File: src/dcache_geom_pkg.sv
/*
 * geometry of the 2-way data cache: 64 sets of one 64-bit word per line
 * addresses are 32 bits and split as tag | index | byte offset
 */
package dcache_geom_pkg;

    localparam int ADDR_W   = 32;
    localparam int WORD_W   = 64;
    localparam int STRB_W   = WORD_W / 8;
    localparam int OFFSET_W = 3;
    localparam int INDEX_W  = 6;
    localparam int NUM_SETS = 1 << INDEX_W;
    localparam int TAG_W    = ADDR_W - INDEX_W - OFFSET_W;
    localparam int NUM_WAYS = 2;

    typedef logic [INDEX_W-1:0] index_t;
    typedef logic [TAG_W-1:0]   tag_t;

    // way number, one bit is enough for two ways
    typedef logic way_t;

    // 25-bit entry held per set and way
    typedef struct packed {
        logic valid;
        logic dirty;
        tag_t tag;
    } tag_entry_t;

endpackage

File: src/dcache_bus_pkg.sv
/*
 * transaction structs for the processor side, the memory side and the
 * per-way write and read paths; memory data is used only by writebacks
 */
package dcache_bus_pkg;

    import dcache_geom_pkg::*;

    // processor request, strb only matters on a write
    typedef struct packed {
        logic              write;
        logic [ADDR_W-1:0] addr;
        logic [WORD_W-1:0] wdata;
        logic [STRB_W-1:0] strb;
    } cpu_req_t;

    // memory request, addr is word aligned
    typedef struct packed {
        logic              write;
        logic [ADDR_W-1:0] addr;
        logic [WORD_W-1:0] data;
    } mem_req_t;

    // write command into one way
    typedef struct packed {
        logic              tag_we;
        tag_entry_t        tag;
        logic [STRB_W-1:0] be;
        logic [WORD_W-1:0] data;
    } way_wr_t;

    // contents of one way at the current index
    typedef struct packed {
        tag_entry_t        tag;
        logic [WORD_W-1:0] data;
    } way_rd_t;

endpackage

File: src/dcache_way_select.sv
/*
 * hit detection and victim choice over both ways, purely combinational
 * victim rule: way 0 if invalid, else way 1 if invalid, else the recency bit
 */
`timescale 1ns/1ps

module dcache_way_select
    import dcache_geom_pkg::*;
    import dcache_bus_pkg::*;
(
    input  way_rd_t           ways_i [NUM_WAYS],
    input  tag_t              tag_i,
    input  way_t              lru_i,
    output logic              hit_o,
    output way_t              hit_way_o,
    output logic [WORD_W-1:0] hit_data_o,
    output way_t              victim_way_o,
    output way_rd_t           victim_o
);

    // a tag lives in at most one way, so the last match wins harmlessly
    always_comb begin
        hit_o     = 1'b0;
        hit_way_o = '0;
        for (int w = 0; w < NUM_WAYS; w++) begin
            if (ways_i[w].tag.valid && (ways_i[w].tag.tag == tag_i)) begin
                hit_o     = 1'b1;
                hit_way_o = way_t'(w);
            end
        end
    end

    assign hit_data_o = ways_i[hit_way_o].data;

    always_comb begin
        if (!ways_i[0].tag.valid) begin
            victim_way_o = 1'b0;
        end else if (!ways_i[1].tag.valid) begin
            victim_way_o = 1'b1;
        end else begin
            victim_way_o = lru_i;
        end
    end

    assign victim_o = ways_i[victim_way_o];

endmodule
File: config.mk
export PLATFORM = sky130hd
export DESIGN_NAME = dcache_way_select
export DESIGN_NICKNAME = d
export VERILOG_FILES = /design/src/dcache_geom_pkg.sv /design/src/dcache_bus_pkg.sv /design/src/dcache_way_select.sv
export SDC_FILE = /design/constraint.sdc
export NUM_CORES = 1
export LEC_CHECK = 0
export BUFFER_PORTS_ARGS = -buffer_cell sky130_fd_sc_hd__buf_2
export CORE_AREA = 2 2 141 143
export DETAILED_ROUTE_END_ITERATION = 8
export DIE_AREA = 0 0 143 145
export PLACE_DENSITY = 0.45
export SYNTH_ARGS = -nofsm -noshare
export SYNTH_HDL_FRONTEND = slang
export SYNTH_SLANG_ARGS = --single-unit
File: constraint.sdc
create_clock -name vclk -period 2.55
set_input_delay 0.255 -clock vclk [all_inputs]
set_output_delay 0.255 -clock vclk [all_outputs]
set_load 0.05 [all_outputs]
==> impl_results.rst <==
.. list-table::
   :header-rows: 1

   * - Metric
     - Value
   * - Cell types occupying the most area after synthesis
     - nand2_1, mux2_4, xor2_1, xnor2_1, buf_12
   * - Count of final setup violators
     - 0
   * - Static power due to leakage
     - 3.05 nW
   * - Total routing usage reported by global routing
     - 12.0%
   * - # IOs
     - 358
   * - Antenna cells
     - 0
   * - Post-Synth Adder-Cell Area
     - 0%
   * - Synth Warn #
     - 0
   * - Final GP Congestion
     - 0.785
   * - Max VDD drop
     - 0.000125 V
   * - Distinct cell type count after synthesis
     - 21
   * - Synth Area in XOR/XNOR
     - 14.8%
   * - Register area share after synthesis
     - 0%
   * - Rel. slew slack
     - 71.7%
   * - Core footprint
     - 19200 um2
   * - Number of antenna violations at the first check in global routing
     - 0
   * - Count of nets left with antenna violations after detail routing
     - 0
   * - Share of synthesized area spent on multiplexers
     - 34.8%
   * - Total vias in the final route
     - 4047
   * - Fmax achieved
     - 403 MHz
   * - Worst-path fanout max
     - 24
   * - Final HPWL DP
     - 11900 um
   * - Critical path, cell by cell
     - buf_2 > xor2_1 > nor4_2 > nand4_1 > or3b_4 > buf_12 > mux2_4 > buf_2
   * - Final routed wire length divided by cell count
     - 13.5 um
   * - Fillers
     - 2193
   * - Area post-placement
     - 4780 um2
   * - Unrepaired setup endpoints after global routing
     - true
   * - Via count of the first global-routing pass
     - 3897
   * - Remaining routing DRC violations
     - 0
   * - DRT Wirelength
     - 14000 um
   * - Largest area contributor in the netlist
     - nand2_1
   * - Type of element capturing the critical path
     - primary output
   * - Final Slew Violations
     - 0
   * - Cell mode on critical path
     - buf_2
   * - Die width
     - 143 um
   * - Highest-delay cell along the critical path
     - or3b_4
   * - Outcome
     - finished clean
   * - Dominant delay contributor by cell family on the critical path
     - simple AND/OR/NAND/NOR gates
   * - Number of instances in the synthesized netlist
     - 429
   * - Synthesized area
     - 2720 um2
   * - Finished Cell Area
     - 4800 um2
   * - Final period demand of the worst path
     - 2.48 ns
   * - Chip Height
     - 145 um
   * - Data required time at the worst endpoint
     - 2.30 ns
   * - Min Hold Slack
     - 0.885 ns
   * - Kind of critical path
     - input port to primary output
   * - Data arrival time at the worst-slack endpoint
     - 2.22 ns
   * - Hold buffers post-CTS
     - 0
   * - Via-to-Cell Ratio
     - 3.91
   * - Yosys top cell area share
     - 36.6%
   * - Global-route wire length before repair
     - 20300 um
   * - Number of buffers and inverters on the critical path
     - 3
   * - Congestion Overflow GR
     - 0
   * - Peak per-stage delay on the critical path
     - 0.46 ns
   * - DRC violation total after the first TritonRoute iteration
     - 116
   * - Complex-gate fraction of the synthesized area
     - 0.506%
   * - Sequential cell count
     - 0
   * - Synthesized Nets
     - 631
   * - Final Cycle Share
     - 97.2%
   * - Buffers on Ports
     - 358
   * - Post-synthesis average cell area
     - 6.34 um2
   * - Initial cell density of the core
     - 14.2%
   * - Die area
     - 20700 um2
   * - CP startpoint kind
     - input port
   * - Number of nets in the finished design
     - 974
   * - Final Util
     - 25.0%
   * - Register area
     - 0 um2
   * - Class of the worst hold path
     - input port to primary output
   * - Largest net degree at the start of global routing
     - 89
   * - Simple-Gate Fraction of Synth Area
     - 42.3%
   * - Drt pass-1 iters
     - 4
   * - Worst-margin pin slew
     - 0.425 ns
   * - Area delta synth->final
     - 76.6%
   * - Largest family of logic cells by synthesized area
     - simple AND/OR/NAND/NOR gates
   * - Power Density
     - 295 nW/um2
   * - Final hold vios
     - 0
   * - Layout cell share with drive strength beyond 1
     - 56.6%
   * - Layout clock buffer count
     - 0
   * - Max-cap violations
     - 0
   * - Number of rows created at floorplan
     - 51
## stage by stage
step	instances	TNS (ns)	setup slack [ns]	total power, mW
after global routing	1035	-1.35	-0.0438	1.50
after CTS	1035	0	0.00849	1.43
after floorplan	429	0	0.441	0.964
after global placement	1035	-0.0179	-0.0154	1.43
final	1035	0	0.0703	1.42
after detailed placement	1035	0	0.00805	1.43
## report_power, final
part	internal [mW]	leakage, nW	total (mW)	switching [mW]
sequential	0	0	0	0
clock	0	0	0	0
combinational	0.411	3.05	1.42	1.01
## routing by layer
layer / vias up / wire length (um) / share of wire, % / global-route usage, %
met2: 210 / 7490 / 54 / 24.8
met3: 9 / 1190 / 8.5 / 2.28
met4: 0 / 136 / 0.97 / 1.04
met1: 1768 / 5160 / 37 / 12.7
li1: 2060 / - / - / -
met5: - / 0 / 0 / 0
## kinds of logic (layout without fill, tap and decap cells)
| kind of cell | after synthesis | count (layout) |
|---|---|---|
| compound gates | 2 | 2 |
| xor+xnor | 46 | 46 |
| buf+inv | 27 | 368 |
| mux | 64 | 64 |
| simple gates | 290 | 290 |
## final timing paths
path,from,end,slack [ns],cells past startpoint
max,ways_i[79],hit_data_o[37],0.07,8
min,ways_i[87],victim_o[87],0.88,4
## area by class of cell
type	count	area, um2	area share, %
inverter	2	7.51	0.156
multi-input combinational	402	2540	52.8
tap	265	332	6.90
timing repair buffer	366	1930	40.1
## cell usage after synthesis, types with 2 or more instances
master,instances
buf_1,2
buf_12,6
clkbuf_1,16
mux2_2,4
mux2_4,60
nand2_1,265
nand4_1,7
nor3_1,2
nor4_1,11
xnor2_1,20
xor2_1,26
## timing repair
action,CTS,global route
hold endpoints to repair,0,0
resized for setup,0,7
setup buffers,0,0
pin swaps,1,1
endpoints found under the setup margin,1,64
cloned,0,0
## placed cells by master (no fill, tap or decap), types with 4 or more instances in the layout
cell type / instances
buf_2: 355
nand2_1: 265
mux2_4: 60
xor2_1: 26
xnor2_1: 20
nor4_1: 10
nand4_1: 7
buf_12: 5
mux2_2: 4
buf_4: 4
No activity file was read; power rests on OpenSTA's default activity.
