## src/dcache_geom_pkg.sv

```systemverilog
/*
 * geometry of the 2-way data cache: 64 sets of one 64-bit word per line
 * addresses are 32 bits and split as tag | index | byte offset
 */
package dcache_geom_pkg;

    localparam int ADDR_W   = 32;
    localparam int WORD_W   = 64;
    localparam int STRB_W   = WORD_W / 8;
    localparam int OFFSET_W = 3;
    localparam int INDEX_W  = 6;
    localparam int NUM_SETS = 1 << INDEX_W;
    localparam int TAG_W    = ADDR_W - INDEX_W - OFFSET_W;
    localparam int NUM_WAYS = 2;

    typedef logic [INDEX_W-1:0] index_t;
    typedef logic [TAG_W-1:0]   tag_t;

    // way number, one bit is enough for two ways
    typedef logic way_t;

    // 25-bit entry held per set and way
    typedef struct packed {
        logic valid;
        logic dirty;
        tag_t tag;
    } tag_entry_t;

endpackage

```

## src/dcache_bus_pkg.sv

```systemverilog
/*
 * transaction structs for the processor side, the memory side and the
 * per-way write and read paths; memory data is used only by writebacks
 */
package dcache_bus_pkg;

    import dcache_geom_pkg::*;

    // processor request, strb only matters on a write
    typedef struct packed {
        logic              write;
        logic [ADDR_W-1:0] addr;
        logic [WORD_W-1:0] wdata;
        logic [STRB_W-1:0] strb;
    } cpu_req_t;

    // memory request, addr is word aligned
    typedef struct packed {
        logic              write;
        logic [ADDR_W-1:0] addr;
        logic [WORD_W-1:0] data;
    } mem_req_t;

    // write command into one way
    typedef struct packed {
        logic              tag_we;
        tag_entry_t        tag;
        logic [STRB_W-1:0] be;
        logic [WORD_W-1:0] data;
    } way_wr_t;

    // contents of one way at the current index
    typedef struct packed {
        tag_entry_t        tag;
        logic [WORD_W-1:0] data;
    } way_rd_t;

endpackage

```

## src/dcache_ctrl.sv

```systemverilog
/*
 * single-request controller: lookup, optional writeback, then fill
 * a miss fills the line and looks up again, so writes always merge as hits
 * memory must acknowledge no earlier than one cycle after each request
 */
`timescale 1ns/1ps

module dcache_ctrl
    import dcache_geom_pkg::*;
    import dcache_bus_pkg::*;
(
    input  logic              clk,
    input  logic              rst_n_i,
    input  logic              req_valid_i,
    input  cpu_req_t          req_i,
    output logic              ready_o,
    output logic              done_o,
    output logic [WORD_W-1:0] rdata_o,
    output index_t            idx_o,
    output tag_t              tag_o,
    output way_t              lru_o,
    input  logic              hit_i,
    input  way_t              hit_way_i,
    input  logic [WORD_W-1:0] hit_data_i,
    input  way_t              victim_way_i,
    input  way_rd_t           victim_i,
    output way_wr_t           way_wr_o [NUM_WAYS],
    output logic              mem_req_valid_o,
    output mem_req_t          mem_req_o,
    input  logic              mem_ack_i,
    input  logic [WORD_W-1:0] mem_rdata_i
);

    typedef enum logic [2:0] {
        S_IDLE,
        S_LOOKUP,
        S_WB,
        S_FILL_REQ,
        S_FILL_WAIT
    } state_t;

    state_t   state_q;
    state_t   state_d;
    cpu_req_t req_q;
    logic     wb_sent_q;
    way_t     lru_q [NUM_SETS];

    assign ready_o = (state_q == S_IDLE);
    assign done_o  = (state_q == S_LOOKUP) && hit_i;
    assign rdata_o = hit_data_i;

    assign idx_o = req_q.addr[OFFSET_W +: INDEX_W];
    assign tag_o = req_q.addr[ADDR_W-1 -: TAG_W];
    assign lru_o = lru_q[idx_o];

    always_ff @(posedge clk) begin
        if (req_valid_i && ready_o) begin
            req_q <= req_i;
        end
    end

    always_comb begin
        state_d = state_q;
        case (state_q)
            S_IDLE: begin
                if (req_valid_i) begin
                    state_d = S_LOOKUP;
                end
            end
            S_LOOKUP: begin
                if (hit_i) begin
                    state_d = S_IDLE;
                end else if (victim_i.tag.valid && victim_i.tag.dirty) begin
                    state_d = S_WB;
                end else begin
                    state_d = S_FILL_REQ;
                end
            end
            S_WB: begin
                if (mem_ack_i) begin
                    state_d = S_FILL_REQ;
                end
            end
            S_FILL_REQ: state_d = S_FILL_WAIT;
            S_FILL_WAIT: begin
                if (mem_ack_i) begin
                    state_d = S_LOOKUP;
                end
            end
            default: state_d = S_IDLE;
        endcase
    end

    always_ff @(posedge clk or negedge rst_n_i) begin
        if (!rst_n_i) begin
            state_q   <= S_IDLE;
            wb_sent_q <= 1'b0;
            for (int s = 0; s < NUM_SETS; s++) begin
                lru_q[s] <= 1'b0;
            end
        end else begin
            state_q <= state_d;
            if (mem_ack_i) begin
                wb_sent_q <= 1'b0;
            end else if (state_q == S_WB) begin
                wb_sent_q <= 1'b1;
            end
            // point recency at the way not just used
            if (done_o) begin
                lru_q[idx_o] <= ~hit_way_i;
            end
        end
    end

    // writeback strobes only on the first WB cycle
    assign mem_req_valid_o = (state_q == S_FILL_REQ) || ((state_q == S_WB) && !wb_sent_q);

    always_comb begin
        mem_req_o.write = (state_q == S_WB);
        mem_req_o.data  = victim_i.data;
        if (state_q == S_WB) begin
            mem_req_o.addr = {victim_i.tag.tag, idx_o, {OFFSET_W{1'b0}}};
        end else begin
            mem_req_o.addr = {tag_o, idx_o, {OFFSET_W{1'b0}}};
        end
    end

    always_comb begin
        for (int w = 0; w < NUM_WAYS; w++) begin
            way_wr_o[w] = '0;
        end
        if ((state_q == S_LOOKUP) && hit_i && req_q.write) begin
            way_wr_o[hit_way_i].tag_we    = 1'b1;
            way_wr_o[hit_way_i].tag.valid = 1'b1;
            way_wr_o[hit_way_i].tag.dirty = 1'b1;
            way_wr_o[hit_way_i].tag.tag   = tag_o;
            way_wr_o[hit_way_i].be        = req_q.strb;
            way_wr_o[hit_way_i].data      = req_q.wdata;
        end else if ((state_q == S_FILL_WAIT) && mem_ack_i) begin
            // clean line, whole word from memory
            way_wr_o[victim_way_i].tag_we    = 1'b1;
            way_wr_o[victim_way_i].tag.valid = 1'b1;
            way_wr_o[victim_way_i].tag.dirty = 1'b0;
            way_wr_o[victim_way_i].tag.tag   = tag_o;
            way_wr_o[victim_way_i].be        = '1;
            way_wr_o[victim_way_i].data      = mem_rdata_i;
        end
    end

endmodule

```

## config.mk

```make
export PLATFORM = sky130hd
export DESIGN_NAME = dcache_ctrl
export DESIGN_NICKNAME = d
export VERILOG_FILES = /design/src/dcache_geom_pkg.sv /design/src/dcache_bus_pkg.sv /design/src/dcache_ctrl.sv
export SDC_FILE = /design/constraint.sdc
export NUM_CORES = 1
export LEC_CHECK = 0
export ABC_AREA = 0
export BUFFER_PORTS_ARGS = -buffer_cell sky130_fd_sc_hd__buf_2
export CAP_MARGIN = 5
export CORE_AREA = 2 2 281 283
export DETAILED_ROUTE_END_ITERATION = 10
export DIE_AREA = 0 0 283 285
export PLACE_DENSITY_LB_ADDON = 0.2
export SYNTH_ARGS = -nofsm -noshare
export SYNTH_HDL_FRONTEND = slang
export SYNTH_SLANG_ARGS = --single-unit
export TNS_END_PERCENT = 5
```

## constraint.sdc

```tcl
create_clock -name clk -period 3.4 [get_ports clk]
set_clock_uncertainty 0.15 [all_clocks]
set_input_delay 0.34 -clock clk [delete_from_list [all_inputs] [get_ports clk]]
set_output_delay 0.34 -clock clk [all_outputs]
set_load 0.02 [all_outputs]
```

==> results.ini <==
[global_route]
antenna_found_initial = 23
grt_max_degree = 77
grt_pass1_vias = 8491
grt_overflow = 0
grt_pass1_wl_um = 76700
grtUsageTotal = 0.140

[logic_synthesis]
yosysTopAreaCell = edfxtp_1
synth_edf_count = 102
ys_ff_latch = 170
synth-main-ff-cell = edfxtp_1
ys_warn_count = 0
syn_area_mm2 = 0.00984
yosys-top-cells-area = edfxtp_1, dfrtp_1, buf_4
syn_inst = 846
synthArstFlopShare = 0.400
ys_types = 46
ys_seq_area_frac = 0.484
synth_top_area_share = 0.311
syn_avg_cell_area_um2 = 11.6

[routing]
remaining_drc_errors = 0
viasPerCell = 3.81
final_antenna_net_count = 0
wl_um = 58700
num_vias = 8742
drt_iter0_drc = 512
drt_first_pass_iters = 5
wl_per_cell_um = 25.6

[clocking]
clock-sinks = 170
htreeDepth = 4
clockBufferDepth = 2
clk-insertion-delay-late_ns = 0.49
clkTransAtPathRegs_ns = 0.07
cts_buffers = 17
clockRootBuffer = clkbuf_16
cts_tree = built

[worst_setup_path]
worstSetupStartpointType = flip-flop
cp_num_cells = 7
critPathMaxFanout = 34
worstPathRequired_ns = 2.91
r2r_cells = 4
slowest_delay_ns = 0.48
crit_slowest_cell = dfrtp_2
critPathKind = flip-flop to output pin
crit_path_cell_trace = nor4bb_2, buf_4, and3_4, buf_4, buf_12, a22o_1, buf_2
worstSetupStartpoint = state_q[2]
end_kind = output pin
crit_buf_inv = 4
critPathCapture = way_wr_o[9]
cp_common_cell = buf_4
critPathTopFamily = buffers and inverters
reg2reg_slack_ns = 1.08
r2r-end = lru_q[17]
cp.arrival_ns = 2.77
r2r_start = idx_o[5]

[finish]
area.growth.synth_to_final_pct = 41.5
drive_above_1_share = 0.463
multi_input_area_mm2 = 0.00350
seqCellArea_mm2 = 0.00477
final_nets = 1557
fill_cells = 8691

[timing]
period_share = 0.959
fin_setup_tns_ns = 0
period_minus_slack_ns = 3.26
finalWorstSetupSlack_ns = 0.141
slew_violations = 0
worst_slew_pin_slew_ns = 0.842
finalSetupViolCount = 0
fmax_mhz = 307
finalHoldViolCount = 0
hold_slack_ns = 0.0942
rsz0062_at_grt = no
relSlewSlack = 0.439

[die]
coreArea_mm2 = 0.0780
floorplan.initialDensity = 0.126
ios = 719
die_h_um = 285
dieArea_mm2 = 0.0807
rows = 103
die_w_um = 283

[placed_design]
port_buffers = 456
dp_hpwl_um = 47100
post-place-ws_ns = 0.477
gp_congestion = 0.911

[worst_hold_path]
hold_path_depth = 3
hp-class = input pin to flip-flop

[pwr]
peakVddDrop_v = 0.000363
power.density_mw_per_mm2 = 569
p_leak_uw = 0.00621

[flow_run]
maxCapViolCount = 0

[outcome]
status = finished clean

worst min path at each step:
stage | from | to | slack, ns
after floorplan | rst_n_i | lru_q[0] | -0.11
after global placement | lru_q[10] | lru_q[10] | 0.33
after detailed placement | rst_n_i | lru_q[44] | 0.33
after CTS | hit_i | state_q[1] | 0.02
after global routing | hit_i | state_q[1] | 0.05
final | hit_i | state_q[1] | 0.09
final cells by class:
| type | count | share of cell area |
|---|---|---|
| well taps | 1050 | 0.0944 |
| repair buffers | 601 | 0.271 |
| diodes | 5 | 0.000899 |
| flip-flops and latches | 170 | 0.342 |
| clock inverters | 11 | 0.00620 |
| clock buffers | 21 | 0.0324 |
| inverters | 4 | 0.00108 |
| multi-input cells | 434 | 0.252 |
cells in the mapped netlist (2+ instances only):
cell / number
a21oi_1: 4
mux4_1: 9
clkbuf_1: 37
nor2b_1: 27
o31ai_1: 64
mux4_2: 7
nand3_1: 10
buf_6: 3
a22o_1: 128
and2_1: 24
edfxtp_1: 102
mux2i_1: 4
o21ai_0: 64
buf_4: 170
and3_1: 2
buf_1: 2
inv_1: 4
nand2_1: 7
buf_2: 26
nor4_1: 2
dfrtp_1: 68
nand2_2: 3
nand3b_1: 4
nand4_1: 3
nor2_1: 10
or3_1: 2
a21o_1: 17
o22ai_1: 2
mux2_2: 24
metrics by stage:
step                instance area [µm²]  total power, µW  utilization  std cells
floorplan                          9850             4940            -        848
global placement                  12200             5920        0.157       2145
detailed placement                12200             5940        0.157       2145
CTS                               13900             8090        0.178       2288
global route                      13900             8370        0.178       2291
finish                            13900             7920        0.179       2296
power by group:
| part | internal, µW | switching, µW |
|---|---|---|
| Combinational | 1060 | 1810 |
| Clock | 962 | 968 |
| Sequential | 2750 | 375 |
| Total | 4770 | 3150 |
cells by family after synthesis:
family | after synthesis | synth area share
and+or+nand+nor | 104 | 0.0640
AOI/OAI and AO/OA | 283 | 0.215
buffers and inverters | 244 | 0.165
other | 1 | 0.000381
muxes | 44 | 0.0716
DFF | 170 | 0.484
layout by cell type, fill, tap and decap left out, types with 3 or more instances in the layout:
| cell | Yosys | layout |
|---|---|---|
| buf_4 | 170 | 28 |
| o21ai_0 | 64 | 64 |
| inv_1 | 4 | 4 |
| a22o_1 | 128 | 126 |
| clkbuf_1 | 37 | 3 |
| nor2_1 | 10 | 7 |
| mux2i_1 | 4 | 3 |
| and2_1 | 24 | 23 |
| nor2b_1 | 27 | 27 |
| diode_2 | 0 | 5 |
| inv_6 | 0 | 3 |
| o31ai_1 | 64 | 64 |
| clkinvlp_4 | 0 | 3 |
| mux4_1 | 9 | 8 |
| nand2_1 | 7 | 7 |
| nor2_4 | 1 | 4 |
| mux2_2 | 24 | 24 |
| edfxtp_1 | 102 | 102 |
| clkbuf_16 | 0 | 18 |
| dlygate4sd3_1 | 0 | 106 |
| nand3b_1 | 4 | 4 |
| a21o_1 | 17 | 17 |
| dfrtp_1 | 68 | 67 |
| nand4_1 | 3 | 3 |
| a21oi_1 | 4 | 4 |
| nand3_1 | 10 | 9 |
| buf_12 | 0 | 9 |
| buf_2 | 26 | 455 |
| conb_1 | 1 | 3 |
| mux4_2 | 7 | 8 |
| nand2_2 | 3 | 3 |
flip-flops by register name, indices dropped and copies added (netlist names):
name / count
state_q: 3
req_q: 73
wb_sent_q: 1
lru_q: 64
tag_o: 23
idx_o: 6
repair_timing:
| item | in CTS | in global routing |
|---|---|---|
| endpoints found under the hold margin | 137 | 0 |
| pin swaps | 1 | 0 |
| buffers inserted | 5 | 3 |
| gates resized for setup | 4 | 5 |
| setup endpoints to repair | 10 | 12 |
| hold buffers | 106 | 0 |
metal layers:
| metal | track usage | share of wire | routed length [µm] | vias to the layer above |
|---|---|---|---|---|
| met3 | 0.0812 | 0.12 | 7190 | 117 |
| met2 | 0.213 | 0.45 | 26100 | 479 |
| li1 | - | - | - | 3806 |
| met4 | 0.0497 | 0.029 | 1700 | 14 |
| met5 | 0 | 0.0015 | 90 | - |
| met1 | 0.164 | 0.40 | 23600 | 4326 |
tightest hold or removal path, delay by kind of cell:
family	cells	cell delay (ns)
buf+inv	1	0.15
simple gates	1	0.14
compound gates	1	0.06
Note: power is estimated with default switching activity, not from simulation.
